<file path="src/common/periph_pkg.sv">
// peripheral subsystem package
// word type, timer control layout, register offsets and the address map
package periph_pkg;

    // data and address width, one word
    localparam int cpu_width = 32;

    // gpio pin count
    localparam int gpio_width = 8;

    // every address and data word on the register bus
    typedef logic [cpu_width-1:0] word_t;

    // timer control register, msb first
    // pending is cleared by writing 1 to it
    typedef struct packed {
        logic [28:0] reserved;
        logic        pending;
        logic        int_en;
        logic        enable;
    } timer_ctrl_t;

    // timer register offsets, addr bits 3:0
    localparam logic [3:0] reg_ctrl  = 4'h0;
    localparam logic [3:0] reg_count = 4'h4;
    localparam logic [3:0] reg_value = 4'h8;

    // gpio register offsets, addr bits 3:0
    localparam logic [3:0] reg_gpio_out = 4'h0;
    localparam logic [3:0] reg_gpio_in  = 4'h4;

    // region codes in addr bits 15:12
    localparam logic [3:0] sel_timer0 = 4'h0;
    localparam logic [3:0] sel_timer1 = 4'h1;
    localparam logic [3:0] sel_gpio   = 4'h2;

    // decoded slave, none for unmapped regions
    typedef enum logic [1:0] {
        timer0,
        timer1,
        gpio,
        none
    } slave_sel_e;

endpackage

</file>
<file path="src/common/periph_bus_if.sv">
// core-to-slave register bus
// word address, write data and strobe out, combinational read data back
`timescale 1ns/1ps

interface periph_bus_if
    import periph_pkg::*;
();

    // full word address, slave looks at bits 3:0 only
    word_t addr;
    word_t wdata;
    // write on every clk edge while high
    logic  we;
    // valid in the same cycle as addr
    word_t rdata;

    // decoder side
    modport master (
        output addr,
        output wdata,
        output we,
        input  rdata
    );

    // register block side
    modport slave (
        input  addr,
        input  wdata,
        input  we,
        output rdata
    );

endinterface

</file>
<file path="src/periph_decoder.sv">
// peripheral address decoder
// picks a slave from addr bits 15:12, steers the write strobe
// and muxes read data back to the core
`timescale 1ns/1ps

module periph_decoder
    import periph_pkg::*;
(
    input  word_t           addr_i,
    input  word_t           data_i,
    input  logic            we_i,
    output word_t           data_o,
    periph_bus_if.master    t0_bus,
    periph_bus_if.master    t1_bus,
    periph_bus_if.master    gpio_bus
);

    slave_sel_e sel;

    // region decode
    always_comb begin
        case (addr_i[15:12])
            sel_timer0: sel = timer0;
            sel_timer1: sel = timer1;
            sel_gpio:   sel = gpio;
            // unmapped
            default:    sel = none;
        endcase
    end

    // address and data go to every slave
    assign t0_bus.addr    = addr_i;
    assign t0_bus.wdata   = data_i;
    assign t1_bus.addr    = addr_i;
    assign t1_bus.wdata   = data_i;
    assign gpio_bus.addr  = addr_i;
    assign gpio_bus.wdata = data_i;

    // strobe only toward the selected slave
    // writes to the none region are dropped here
    assign t0_bus.we   = we_i && (sel == timer0);
    assign t1_bus.we   = we_i && (sel == timer1);
    assign gpio_bus.we = we_i && (sel == gpio);

    // read return
    always_comb begin
        case (sel)
            timer0: begin
                data_o = t0_bus.rdata;
            end
            timer1: begin
                data_o = t1_bus.rdata;
            end
            gpio: begin
                data_o = gpio_bus.rdata;
            end
            default: begin
                // unmapped reads zero
                data_o = '0;
            end
        endcase
    end

endmodule

</file>
<file path="src/timer/timer.sv">
// 32-bit count-up timer
// ctrl, count and expiry value registers on the register bus,
// level interrupt while pending and int_en are both set
`timescale 1ns/1ps

module timer
    import periph_pkg::*;
(
    input  logic           clk,
    input  logic           rst_n,
    periph_bus_if.slave    bus,
    output logic           int_sig_o
);

    // enable, int_en, pending (write 1 to clear)
    // reserved bits are never written and stay zero
    timer_ctrl_t timer_ctrl;

    // current count, read only
    word_t timer_count;

    // expiry value
    word_t timer_value;

    // write data seen through the ctrl layout
    timer_ctrl_t wr_ctrl;

    // count reached the expiry value while running
    logic count_hit;

    assign wr_ctrl   = timer_ctrl_t'(bus.wdata);
    assign count_hit = timer_ctrl.enable && (timer_count >= timer_value);

    // level interrupt
    assign int_sig_o = timer_ctrl.pending & timer_ctrl.int_en;

    // counter
    always_ff @(posedge clk) begin
        if (!rst_n) begin
            timer_count <= '0;
        end else begin
            if (!timer_ctrl.enable) begin
                // stopped, hold at zero
                timer_count <= '0;
            end else if (count_hit) begin
                // wrap at expiry
                timer_count <= '0;
            end else begin
                timer_count <= timer_count + word_t'(1);
            end
        end
    end

    // register writes and expiry
    always_ff @(posedge clk) begin
        if (!rst_n) begin
            timer_ctrl  <= '0;
            timer_value <= '0;
        end else if (bus.we) begin
            // bus write wins, expiry in this cycle is skipped
            case (bus.addr[3:0])
                reg_ctrl: begin
                    timer_ctrl.enable  <= wr_ctrl.enable;
                    timer_ctrl.int_en  <= wr_ctrl.int_en;
                    // writing 1 clears pending
                    timer_ctrl.pending <= timer_ctrl.pending & ~wr_ctrl.pending;
                end
                reg_value: begin
                    timer_value <= bus.wdata;
                end
                default: begin
                    // count is read only, other offsets ignored
                end
            endcase
        end else if (count_hit) begin
            // one-shot, stop and flag
            timer_ctrl.enable  <= 1'b0;
            timer_ctrl.pending <= 1'b1;
        end
    end

    // register reads
    always_comb begin
        case (bus.addr[3:0])
            reg_ctrl:  bus.rdata = timer_ctrl;
            reg_count: bus.rdata = timer_count;
            reg_value: bus.rdata = timer_value;
            default:   bus.rdata = '0;
        endcase
    end

endmodule

</file>
<file path="src/gpio.sv">
// gpio register block
// writable output register driving the pins,
// input pins through a two-flop synchronizer, both readable
`timescale 1ns/1ps

module gpio
    import periph_pkg::*;
(
    input  logic                  clk,
    input  logic                  rst_n,
    periph_bus_if.slave           bus,
    input  logic [gpio_width-1:0] gpio_i,
    output logic [gpio_width-1:0] gpio_o
);

    // output register
    logic [gpio_width-1:0] gpio_out;

    // synchronizer stages, second one is the in register
    logic [gpio_width-1:0] gpio_in_meta;
    logic [gpio_width-1:0] gpio_in_sync;

    // pins follow the register one edge after the write
    assign gpio_o = gpio_out;

    // out register write
    always_ff @(posedge clk) begin
        if (!rst_n) begin
            gpio_out <= '0;
        end else if (bus.we && (bus.addr[3:0] == reg_gpio_out)) begin
            // upper data bits dropped
            gpio_out <= bus.wdata[gpio_width-1:0];
        end
    end

    // input sync, two edges from pin to register
    // in register is not writable
    always_ff @(posedge clk) begin
        if (!rst_n) begin
            gpio_in_meta <= '0;
            gpio_in_sync <= '0;
        end else begin
            gpio_in_meta <= gpio_i;
            gpio_in_sync <= gpio_in_meta;
        end
    end

    // reads, zero extended
    always_comb begin
        case (bus.addr[3:0])
            reg_gpio_out: begin
                bus.rdata = word_t'(gpio_out);
            end
            reg_gpio_in: begin
                bus.rdata = word_t'(gpio_in_sync);
            end
            default: begin
                bus.rdata = '0;
            end
        endcase
    end

endmodule

</file>
<file path="src/periph_subsys.sv">
// peripheral subsystem top
// one core-side register port, decoder, two timers and a gpio block
// timer0 at 0x0000, timer1 at 0x1000, gpio at 0x2000
`timescale 1ns/1ps

module periph_subsys
    import periph_pkg::*;
(
    input  logic                  clk,
    input  logic                  rst_n,
    // core side
    input  word_t                 addr_i,
    input  word_t                 data_i,
    input  logic                  we_i,
    output word_t                 data_o,
    // interrupts
    output logic                  timer0_int_o,
    output logic                  timer1_int_o,
    // pins
    input  logic [gpio_width-1:0] gpio_i,
    output logic [gpio_width-1:0] gpio_o
);

    // one bus per slave
    periph_bus_if t0_if ();
    periph_bus_if t1_if ();
    periph_bus_if gpio_if ();

    periph_decoder u_decoder (
        .addr_i   (addr_i),
        .data_i   (data_i),
        .we_i     (we_i),
        .data_o   (data_o),
        .t0_bus   (t0_if.master),
        .t1_bus   (t1_if.master),
        .gpio_bus (gpio_if.master)
    );

    timer u_timer0 (
        .clk       (clk),
        .rst_n     (rst_n),
        .bus       (t0_if.slave),
        .int_sig_o (timer0_int_o)
    );

    timer u_timer1 (
        .clk       (clk),
        .rst_n     (rst_n),
        .bus       (t1_if.slave),
        .int_sig_o (timer1_int_o)
    );

    gpio u_gpio (
        .clk    (clk),
        .rst_n  (rst_n),
        .bus    (gpio_if.slave),
        .gpio_i (gpio_i),
        .gpio_o (gpio_o)
    );

endmodule

</file>
<file path="config.mk">
export PLATFORM = sky130hd
export DESIGN_NAME = periph_subsys
export DESIGN_NICKNAME = d
export VERILOG_FILES = /design/src/common/periph_pkg.sv /design/src/common/periph_bus_if.sv /design/src/periph_decoder.sv /design/src/timer/timer.sv /design/src/gpio.sv /design/src/periph_subsys.sv
export SDC_FILE = /design/constraint.sdc
export NUM_CORES = 1
export LEC_CHECK = 0
export BUFFER_PORTS_ARGS = -buffer_cell sky130_fd_sc_hd__buf_2
export CAP_MARGIN = 20
export CORE_MARGIN = 1.5
export CORE_UTILIZATION = 38
export DETAILED_ROUTE_END_ITERATION = 12
export PLACE_DENSITY_LB_ADDON = 0.3
export SYNTH_ARGS = -nofsm -noshare
export SYNTH_HDL_FRONTEND = slang
export SYNTH_SLANG_ARGS = --single-unit
export TNS_END_PERCENT = 1
</file>
<file path="constraint.sdc">
create_clock -name clk -period 3.1 [get_ports clk]
set_input_delay 0.31 -clock clk [delete_from_list [all_inputs] [get_ports clk]]
set_output_delay 0.31 -clock clk [all_outputs]
set_load 0.01 [all_outputs]
</file>
==> results of run 1 <==
==> flip-flops by register name, summed over array words and instances (netlist names) <==
signal,cells
u_gpio.gpio_in_meta,8
u_gpio.gpio_in_sync,8
u_gpio.gpio_o,8
u_timer0.timer_count,32
u_timer0.timer_ctrl,3
u_timer0.timer_value,32
u_timer1.timer_count,32
u_timer1.timer_ctrl,3
u_timer1.timer_value,32
==> synthesized netlist by cell type (4+ instances only) <==
library cell  instances  share of area [%]
ha_1                 66                9.5
nor2b_1              10               0.72
a222oi_1              6               0.69
a22oi_1              66                5.7
a21oi_1              25                1.4
clkbuf_1             55                2.4
nand2_1             172                7.4
o22a_1                8               0.80
o21ai_0              23                1.3
mux2i_1              10                1.1
nand4_1              35                2.5
or4_1                 4               0.34
o22ai_1              25                1.8
xnor2_1              10                1.0
a21boi_0             65                5.6
dfxtp_1             158                 36
nor3_1               70                4.0
nor2_1               16               0.69
xor2_1               47                4.7
nand3_1              35                2.0
nand2b_1              5               0.36
inv_1                71                3.1
and2_1               21                1.5
and3_1               16                1.1
==> cell families after synthesis <==
group	Yosys count	synth area share [%]
buf+inv	133	6.021
xor+xnor	57	5.720
simple gates	400	22.16
flops	158	36.24
mux	10	1.147
compound gates	236	19.25
fa+ha+maj	66	9.461
==> through the flow <==
stage	setup WS [ps]	area, um^2	util (%)
2_1_floorplan	743.9	8728	-
3_3_place_gp	491.7	9529	42.22
5_1_grt	308.1	10130	44.90
6_report	486.5	10130	44.90
4_1_cts	485.1	10120	44.86
3_5_place_dp	488.7	9529	42.22
==> final timing paths <==
kind	slack, ps	endpoint	depth (start not counted)	start
max reg2reg	490	u_timer1.timer_count[17]$_SDFF_PP0_	8	u_timer1.timer_value[13]$_SDFFE_PN0P_
min reg2reg	430	u_gpio.gpio_in_sync[7]$_SDFF_PN0_	1	u_gpio.gpio_in_meta[7]$_SDFF_PN0_
max	490	u_timer1.timer_count[17]$_SDFF_PP0_	8	u_timer1.timer_value[13]$_SDFFE_PN0P_
min	80	u_gpio.gpio_in_meta[1]$_SDFF_PN0_	2	gpio_i[1]
==> area by class of cell <==
| class | count | area, um^2 |
|---|---|---|
| Tap cell | 285 | 356.6 |
| Sequential cell | 158 | 3163 |
| Multi-Input combinational cell | 769 | 5065 |
| Clock inverter | 14 | 156.4 |
| Fill cell | 2271 | 12440 |
| Clock buffer | 18 | 439.2 |
| Antenna cell | 4 | 10.01 |
| Inverter | 71 | 266.5 |
| Timing Repair Buffer | 116 | 678.2 |
==> per-layer routing <==
layer	vias to the layer above	GRT usage (%)
li1	3937	-
met1	3635	29.28
met2	144	32.30
met3	42	3.306
met4	0	9.432
met5	-	0
==> worst max-delay path, delay by kind of cell, from the launching register on <==
kind / cells / cell delay (ps)
simple gates: 4 / 1260
buf+inv: 2 / 270
fa+ha+maj: 1 / 290
flops: 1 / 350
compound gates: 1 / 300
==> power groups by stage <==
stage | sequential [uW] | combinational, uW | clock [uW]
4_1_cts | 2040 | 152 | 2170
3_5_place_dp | 2090 | 152 | 0
2_1_floorplan | 2090 | 73.3 | 0
6_report | 2040 | 154 | 2130
3_3_place_gp | 2090 | 152 | 0
5_1_grt | 2040 | 165 | 2260
==> impl_metrics.ini, run 1 <==
[power]
p_total_uw = 4328
p_sw_uw = 1008
switching_share_pct = 23.29
p_leak_uw = 0.003624
clock_power_share_pct = 49.2
ir_drop_v = 0.0002434
pwr-share-seq_pct = 47.2
comb_power_share_pct = 3.6
power_density_mw_per_mm2 = 427.1
p_int_uw = 3320

[timing]
fin_skew_ps = 11.67
finalSetupViolCount = 0
hold-worst-slack_ps = 77.85
rsz0062_at_grt = no
max_clock_freq_mhz = 382.6
tightest_slew_ps = 901.7
hold_violations = 0
relSlewSlack_pct = 39.43
slew_violations = 0
fin_setup_tns_ps = 0
min_period_ps = 2613
min_period_over_period_pct = 84.31

[synthesis]
synth_edf_count = 0
yosysSeqAreaShare_pct = 36.24
yosysUniqueCellTypes = 47
synth_ff_type = dfxtp_1
syn_inst = 1060
syn_nets = 1201
async_reset_ff_share_pct = 0
netlist_area_mm2 = 0.008728
ys_warn_count = 0
synth-seq-cells = 158
avgSynthCellArea_um2 = 8.234

[run_status]
outcome = completed

[grt]
track_usage_pct = 21.11
grt_pass1_wl_mm = 39.53
grt_overflow = 0
grt_max_degree = 72
grt_pass1_vias = 7262
antenna_found_initial = 4

[critical_path]
critical_path.cell_chain = inv_1 -> ha_1 -> nand4_1 -> or4_1 -> or4_1 -> a31oi_4 -> buf_12 -> nor3_1
crit_required_ps = 3400
critPathSlowestCell = or4_1
worstSetupPathType = flop to flop
cp_max_fo = 31
worst_setup_path_end_kind = flop
critPathMostFrequentCell = or4_1
cp_slowest_stage_delay_ps = 550
arrival_ps = 2920
worst_setup_path_start_kind = flop

[die]
die-area_mm2 = 0.02389
core-area_mm2 = 0.02257
placementRows = 55
die_h_um = 154.6
ios = 117
start_util_pct = 38.67
die_width_um = 154.6

[place]
hpwl_mm = 17.71
port_buffers = 92
placed_cells = 1399
gp_congestion = 0.8648

[clocking]
cts_max_level = 4
ctsHoldBuffers = 0
clk_latency_ps = 430
numCtsBuffers = 17
cts_resized = 0
cts_root_buffer = clkbuf_16
cts_post_setup_buffers_inserted = 0
clockBufferDepth = 2
cts.sink_count = 158
tritoncts = done
clk_pin_slew_ps = 70

[route]
wl_met2_mm = 11.09
drt_iter0_markers = 633
top_layer = met4
wl_met1_mm = 11.79
viasPerCell = 5.406
post-route-drc-count = 0
wl_met3_um = 896
vias = 7758
firstDrtPassIters = 8
wire_per_inst_um = 17.15
wl_mm = 24.61
postRouteAntennaNets = 0

[layout]
nNetsFinal = 1274
final_common_cell = nand2_1
drive_gt1_share_pct = 13.61
fin_cells = 1435
syn_to_final_growth_pct = 16.11
final_cell_mix = 172 x nand2_1, 158 x dfxtp_1, 92 x buf_2

[hold_path]
hold_class = input pin to flop

[run]
cap_violations = 0
Note: power is estimated with default switching activity, not from simulation.
==> run 2: changes to the inputs <==
- ABC_AREA: not set -> 1
- clock period: 3.1 -> 2.65 ns (I/O delays scaled with it)
==> run 2 against run 1 <==
Highest routed layer unchanged. Combinational power is 30% higher. Largest cell class unchanged. Area after synthesis is 6.0% higher. Design area grew 4.8%. Non-clock buffer count is 12 lower.
==> impl_metrics.ini, run 2 <==
[run]
cap_violations = 0

[clocking]
numCtsBuffers = 17
cts_post_setup_buffers_inserted = 0
ctsHoldBuffers = 0
clk_pin_slew_ps = 70
cts_resized = 0
cts.sink_count = 158
tritoncts = done
cts_max_level = 4
cts_root_buffer = clkbuf_16
clk_latency_ps = 430
clockBufferDepth = 2

[timing]
min_period_over_period_pct = 82.65
finalSetupViolCount = 0
fin_setup_tns_ps = 0
slew_violations = 0
tightest_slew_ps = 854.1
min_period_ps = 2190
max_clock_freq_mhz = 456.6
fin_skew_ps = 10.04
hold-worst-slack_ps = 12.28
relSlewSlack_pct = 42.98
rsz0062_at_grt = no
hold_violations = 0

[synthesis]
async_reset_ff_share_pct = 0
avgSynthCellArea_um2 = 7.076
syn_inst = 1308
syn_nets = 1449
synth_commonest_cells = 218 x inv_1, 218 x nand2_1, 158 x dfxtp_1, 147 x nor2_1, 91 x o21ai_0
yosysTopAreaCell = dfxtp_1
yosysSeqAreaShare_pct = 34.18
synth_top_area_share_pct = 34.18
synth_edf_count = 0
yosysUniqueCellTypes = 39
synth_area_leaders = dfxtp_1 34%, ha_1 8.9%, inv_1 8.8%
ys_warn_count = 0
netlist_area_mm2 = 0.009255
synth_ff_type = dfxtp_1
synth-seq-cells = 158

[power]
pwr-share-seq_pct = 47.4
p_int_uw = 3880
p_total_uw = 5046
p_leak_uw = 0.004380
p_sw_uw = 1166
clock_power_share_pct = 48.6
switching_share_pct = 23.11
ir_drop_v = 0.0003924
power_density_mw_per_mm2 = 475.0
comb_power_share_pct = 4.0

[layout]
nNetsFinal = 1522
drive_gt1_share_pct = 11.92
post-route-util_pct = 44.85
final_cell_mix = 218 x inv_1, 218 x nand2_1, 158 x dfxtp_1
fin_cells = 1713
syn_to_final_growth_pct = 14.78

[die]
placementRows = 56
start_util_pct = 39.08
die_width_um = 159.1
ios = 117
core-area_mm2 = 0.02368
die_h_um = 159.1
die-area_mm2 = 0.02530

[hold_path]
hold_class = input pin to flop

[critical_path]
cp_max_fo = 24
worstSetupPathType = input pin to primary output
cp_slowest_stage_delay_ps = 380
rrSetupSlack_ps = 620
crit_required_ps = 2380
arrival_ps = 1930
critPathSlowestCell = inv_1
worst_setup_path_start_kind = input pin
critPathMostFrequentCell = buf_2
critical_path.cell_chain = buf_2 -> nor2_4 -> buf_4 -> nand2_1 -> inv_1 -> a221oi_1 -> o211ai_1 -> buf_2
worst_setup_path_end_kind = primary output

[place]
hpwl_mm = 20.17
port_buffers = 92
gp_congestion = 0.9231
placed_cells = 1681

[grt]
grt_pass1_wl_mm = 43.10
grt_overflow = 0
antenna_found_initial = 1
grt_max_degree = 64
track_usage_pct = 21.37
grt_pass1_vias = 8148

[route]
wl_mm = 26.90
postRouteAntennaNets = 0
firstDrtPassIters = 5
wire_per_inst_um = 15.70
drt_iter0_markers = 732
vias = 8776
post-route-drc-count = 0
viasPerCell = 5.123

[run_status]
outcome = completed
==> run 2: cell count changes after synthesis, moves of 13 or more <==
cell and change:
clkbuf_1 -20, o22ai_1 +22, nand4_1 -19, a22o_1 +23, a21oi_1 +65, o21ai_0 +68, nor2_1 +131, nand2_1 +46
and3_1 -13, a22oi_1 -66, a21boi_0 -65, inv_1 +147, nor3_1 -47, and2_1 -21
==> run 2: cell type report <==
type	count	area, um^2
antenna	1	2.502
clock buffer	21	460.4
clock inverter	10	113.9
fill	2501	13060
inverter	219	822.0
multi-input combinational	881	5061
sequential	158	3163
tap	319	399.1
timing repair buffer	104	600.6
==> run 2: path summary, 6_finish.rpt <==
kind                            cells after the start                             startpoint                             endpoint
worst min-delay path                                3                              gpio_i[2]    u_gpio.gpio_in_meta[2]$_SDFF_PN0_
worst max-delay path                                8                              addr_i[1]                            data_o[0]
worst min register to register                      2      u_gpio.gpio_in_meta[6]$_SDFF_PN0_    u_gpio.gpio_in_sync[6]$_SDFF_PN0_
worst max register to register                     11  u_timer0.timer_value[31]$_SDFFE_PN0P_  u_timer0.timer_count[21]$_SDFF_PP0_
==> run 2: per-stage QoR <==
stage / cell area (um^2) / setup slack [ps]
2_1_floorplan: 9255 / 1041
3_3_place_gp: 10050 / 473.1
3_5_place_dp: 10050 / 488.7
4_1_cts: 10620 / 479.6
5_1_grt: 10620 / 314.3
6_report: 10620 / 459.7
==> run 2: cells by family after synthesis <==
| logic type | synth area share (%) |
|---|---|
| flip-flops | 34.18 |
| adder cells (fa/ha/maj) | 8.923 |
| AND/OR/NAND/NOR | 23.29 |
| XOR/XNOR | 5.394 |
| buffers and inverters | 11.14 |
| AO/OA/AOI/OAI | 17.07 |
==> run 2: metal layers <==
layer	GRT usage (%)	part of all wire (%)	wire, um
met4	4.417	1.3	339
met2	34.62	45	12210
met5	0	0	0
met3	5.548	7.3	1961
met1	28.59	46	12390
==> run 2: power by group through the flow <==
stage | Sequential (uW) | Clock, uW | Combinational, uW
after global placement | 2450 | 0 | 196
after floorplan | 2440 | 0 | 95.3
after detailed placement | 2450 | 0 | 196
after global routing | 2390 | 2590 | 218
after CTS | 2390 | 2480 | 197
final | 2390 | 2450 | 200
==> run 2: worst max-delay path: cells and delay by family <==
kind	cells	cell delay (ps)
buffers and inverters	4	970
AO/OA/AOI/OAI	2	410
AND/OR/NAND/NOR	2	270
==> run 3: changes to the inputs <==
- clock period: 2.65 -> 1.8 ns (I/O delays scaled with it)
==> run 3 against run 2 <==
The run now ends with setup timing left. Clock-buffer cell count did not move. Die area did not move. Total power rose by 49%. Cell count rose by 7.5%. Largest power group unchanged.
==> impl_metrics.ini, run 3 (synthesis results as in run 2) <==
[grt]
grt_overflow = 0
grt_pass1_wl_mm = 46.42
grt_max_degree = 96
antenna_found_initial = 1
track_usage_pct = 23.05
grt_pass1_vias = 9041

[clocking]
tritoncts = done
cts_max_level = 4
numCtsBuffers = 17
clk_latency_ps = 440
cts_root_buffer = clkbuf_16
cts.sink_count = 158
clk_pin_slew_ps = 70
clockBufferDepth = 2

[layout]
final_cell_mix = 211 x inv_1, 211 x nand2_1, 143 x dfxtp_1
nNetsFinal = 1650
fin_area_mm2 = 0.01199
drive_gt1_share_pct = 23.26
syn_to_final_growth_pct = 29.59

[power]
clock_power_share_pct = 48.6
p_int_uw = 5732
switching_share_pct = 23.77
pwr-share-seq_pct = 46.8
p_leak_uw = 0.005069
ir_drop_v = 0.0006159
p_sw_uw = 1787
power_density_mw_per_mm2 = 626.9
comb_power_share_pct = 4.6

[die]
core-area_mm2 = 0.02368
placementRows = 56
die_width_um = 159.1
die_h_um = 159.1
ios = 117
start_util_pct = 39.08
die-area_mm2 = 0.02530

[critical_path]
critical_path.cell_chain = inv_1 -> ha_1 -> a21oi_1 -> nor2_1 -> nor2_1 -> nand3_2 -> a21oi_4 -> nand4_1 -> buf_4 -> buf_4 -> nor2_1
rr_worst_depth = 11
crit_family = simple AND/OR/NAND/NOR gates
worstSetupPathType = flop to flop
arrival_ps = 2190
critPathMostFrequentCell = nor2_1
critical_path_depth = 11
critPathSlowestCell = dfxtp_1
worst_setup_path_end_kind = flop
cp-endpoint = u_timer0.timer_count[2]$_SDFF_PP0_
worst-path-buf-inv = 3
cp_slowest_stage_delay_ps = 310
worst_setup_path_start_kind = flop
rrSetupSlack_ps = -20
critical_path.startpoint = u_timer0.timer_value[21]$_SDFFE_PN0P_
crit_required_ps = 2170
cp_max_fo = 5
r2r_start = u_timer0.timer_value[21]$_SDFFE_PN0P_
r2r_end = u_timer0.timer_count[2]$_SDFF_PP0_

[route]
wire_per_inst_um = 15.82
vias = 9416
viasPerCell = 5.112
wl_mm = 29.15
postRouteAntennaNets = 0
firstDrtPassIters = 6
post-route-drc-count = 0
drt_iter0_markers = 750

[timing]
fin_ws_ps = -20.40
rsz0062_at_grt = yes
finalSetupViolCount = 20
min_period_ps = 1820
max_clock_freq_mhz = 549.3
tightest_slew_ps = 570.8
relSlewSlack_pct = 61.89
slew_violations = 0
fin_skew_ps = 10.81
hold_violations = 0
min_period_over_period_pct = 101.1

[hold_path]
whs_path_depth = 3
hold_class = input pin to flop

[run_status]
outcome = complete, but fails checks
violations = setup timing

[run]
cap_violations = 0

[place]
hpwl_mm = 21.93
dp_slack_ps = -137.9
post_dp_cell_area_mm2 = 0.01095
port_buffers = 92
gp_congestion = 0.9544
[run 3: power groups by stage]
stage	combinational [uW]	clock [uW]	sequential (uW)
floorplan	140	0	3600
global placement	313	0	3600
detailed placement	314	0	3600
CTS	330	3710	3520
global route	366	3880	3520
finish	343	3660	3520
[run 3: worst min path at each step]
stage / end / from / slack, ps
global route: u_timer1.timer_value[2]$_SDFFE_PN0P_ / data_i[2] / 50
CTS: u_timer0.timer_value[8]$_SDFFE_PN0P_ / data_i[8] / 50
floorplan: u_gpio.gpio_in_meta[0]$_SDFF_PN0_ / gpio_i[0] / 280
detailed placement: u_gpio.gpio_in_meta[4]$_SDFF_PN0_ / gpio_i[4] / 370
global placement: u_gpio.gpio_in_meta[2]$_SDFF_PN0_ / gpio_i[2] / 360
finish: u_timer0.timer_value[8]$_SDFFE_PN0P_ / data_i[8] / 60
[run 3: metrics by stage]
stage / total power [uW] / cells / TNS [ps] / hold slack, ps / util, %
4_1_cts: 7560 / 1841 / -514.5 / 50.57 / 49.49
3_3_place_gp: 3913 / 1797 / -4062 / 361.9 / 46.25
2_1_floorplan: 3739 / 1308 / 0 / 277.6 / -
5_1_grt: 7771 / 1841 / -7918 / 53.82 / 50.63
6_report: 7519 / 1842 / -204.0 / 60.60 / 50.64
3_5_place_dp: 3914 / 1797 / -4412 / 367.9 / 46.25
[run 3: what timing repair did]
action / in CTS / in global routing
gates cloned: 2 / 0
hold buffers: 8 / 0
endpoints found under the hold margin: 8 / 0
pin swaps: 11 / 13
buffers inserted: 3 / 0
setup endpoints to repair: 68 / 85
resized for setup: 21 / 60
[run 3: layout make-up]
type	count	area [um^2]
fill	2385	11690
antenna	1	2.502
sequential	158	3182
tap	319	399.1
clock inverter	11	132.6
clock buffer	21	450.4
multi-input combinational	881	5364
timing repair buffer	232	1642
inverter	219	822.0
[run 3: metal layers]
metal	global-route usage [%]	wire, um	vias to the layer above
li1	-	-	4656
met1	30.42	12990	4328
met2	37.30	13250	374
met3	4.038	1907	58
met4	9.134	1003	0
met5	0	0	-
[run 3: worst min-delay path: stages]
cell	delay, ps
buf_2	100
o21ai_0	80
a21oi_1	100
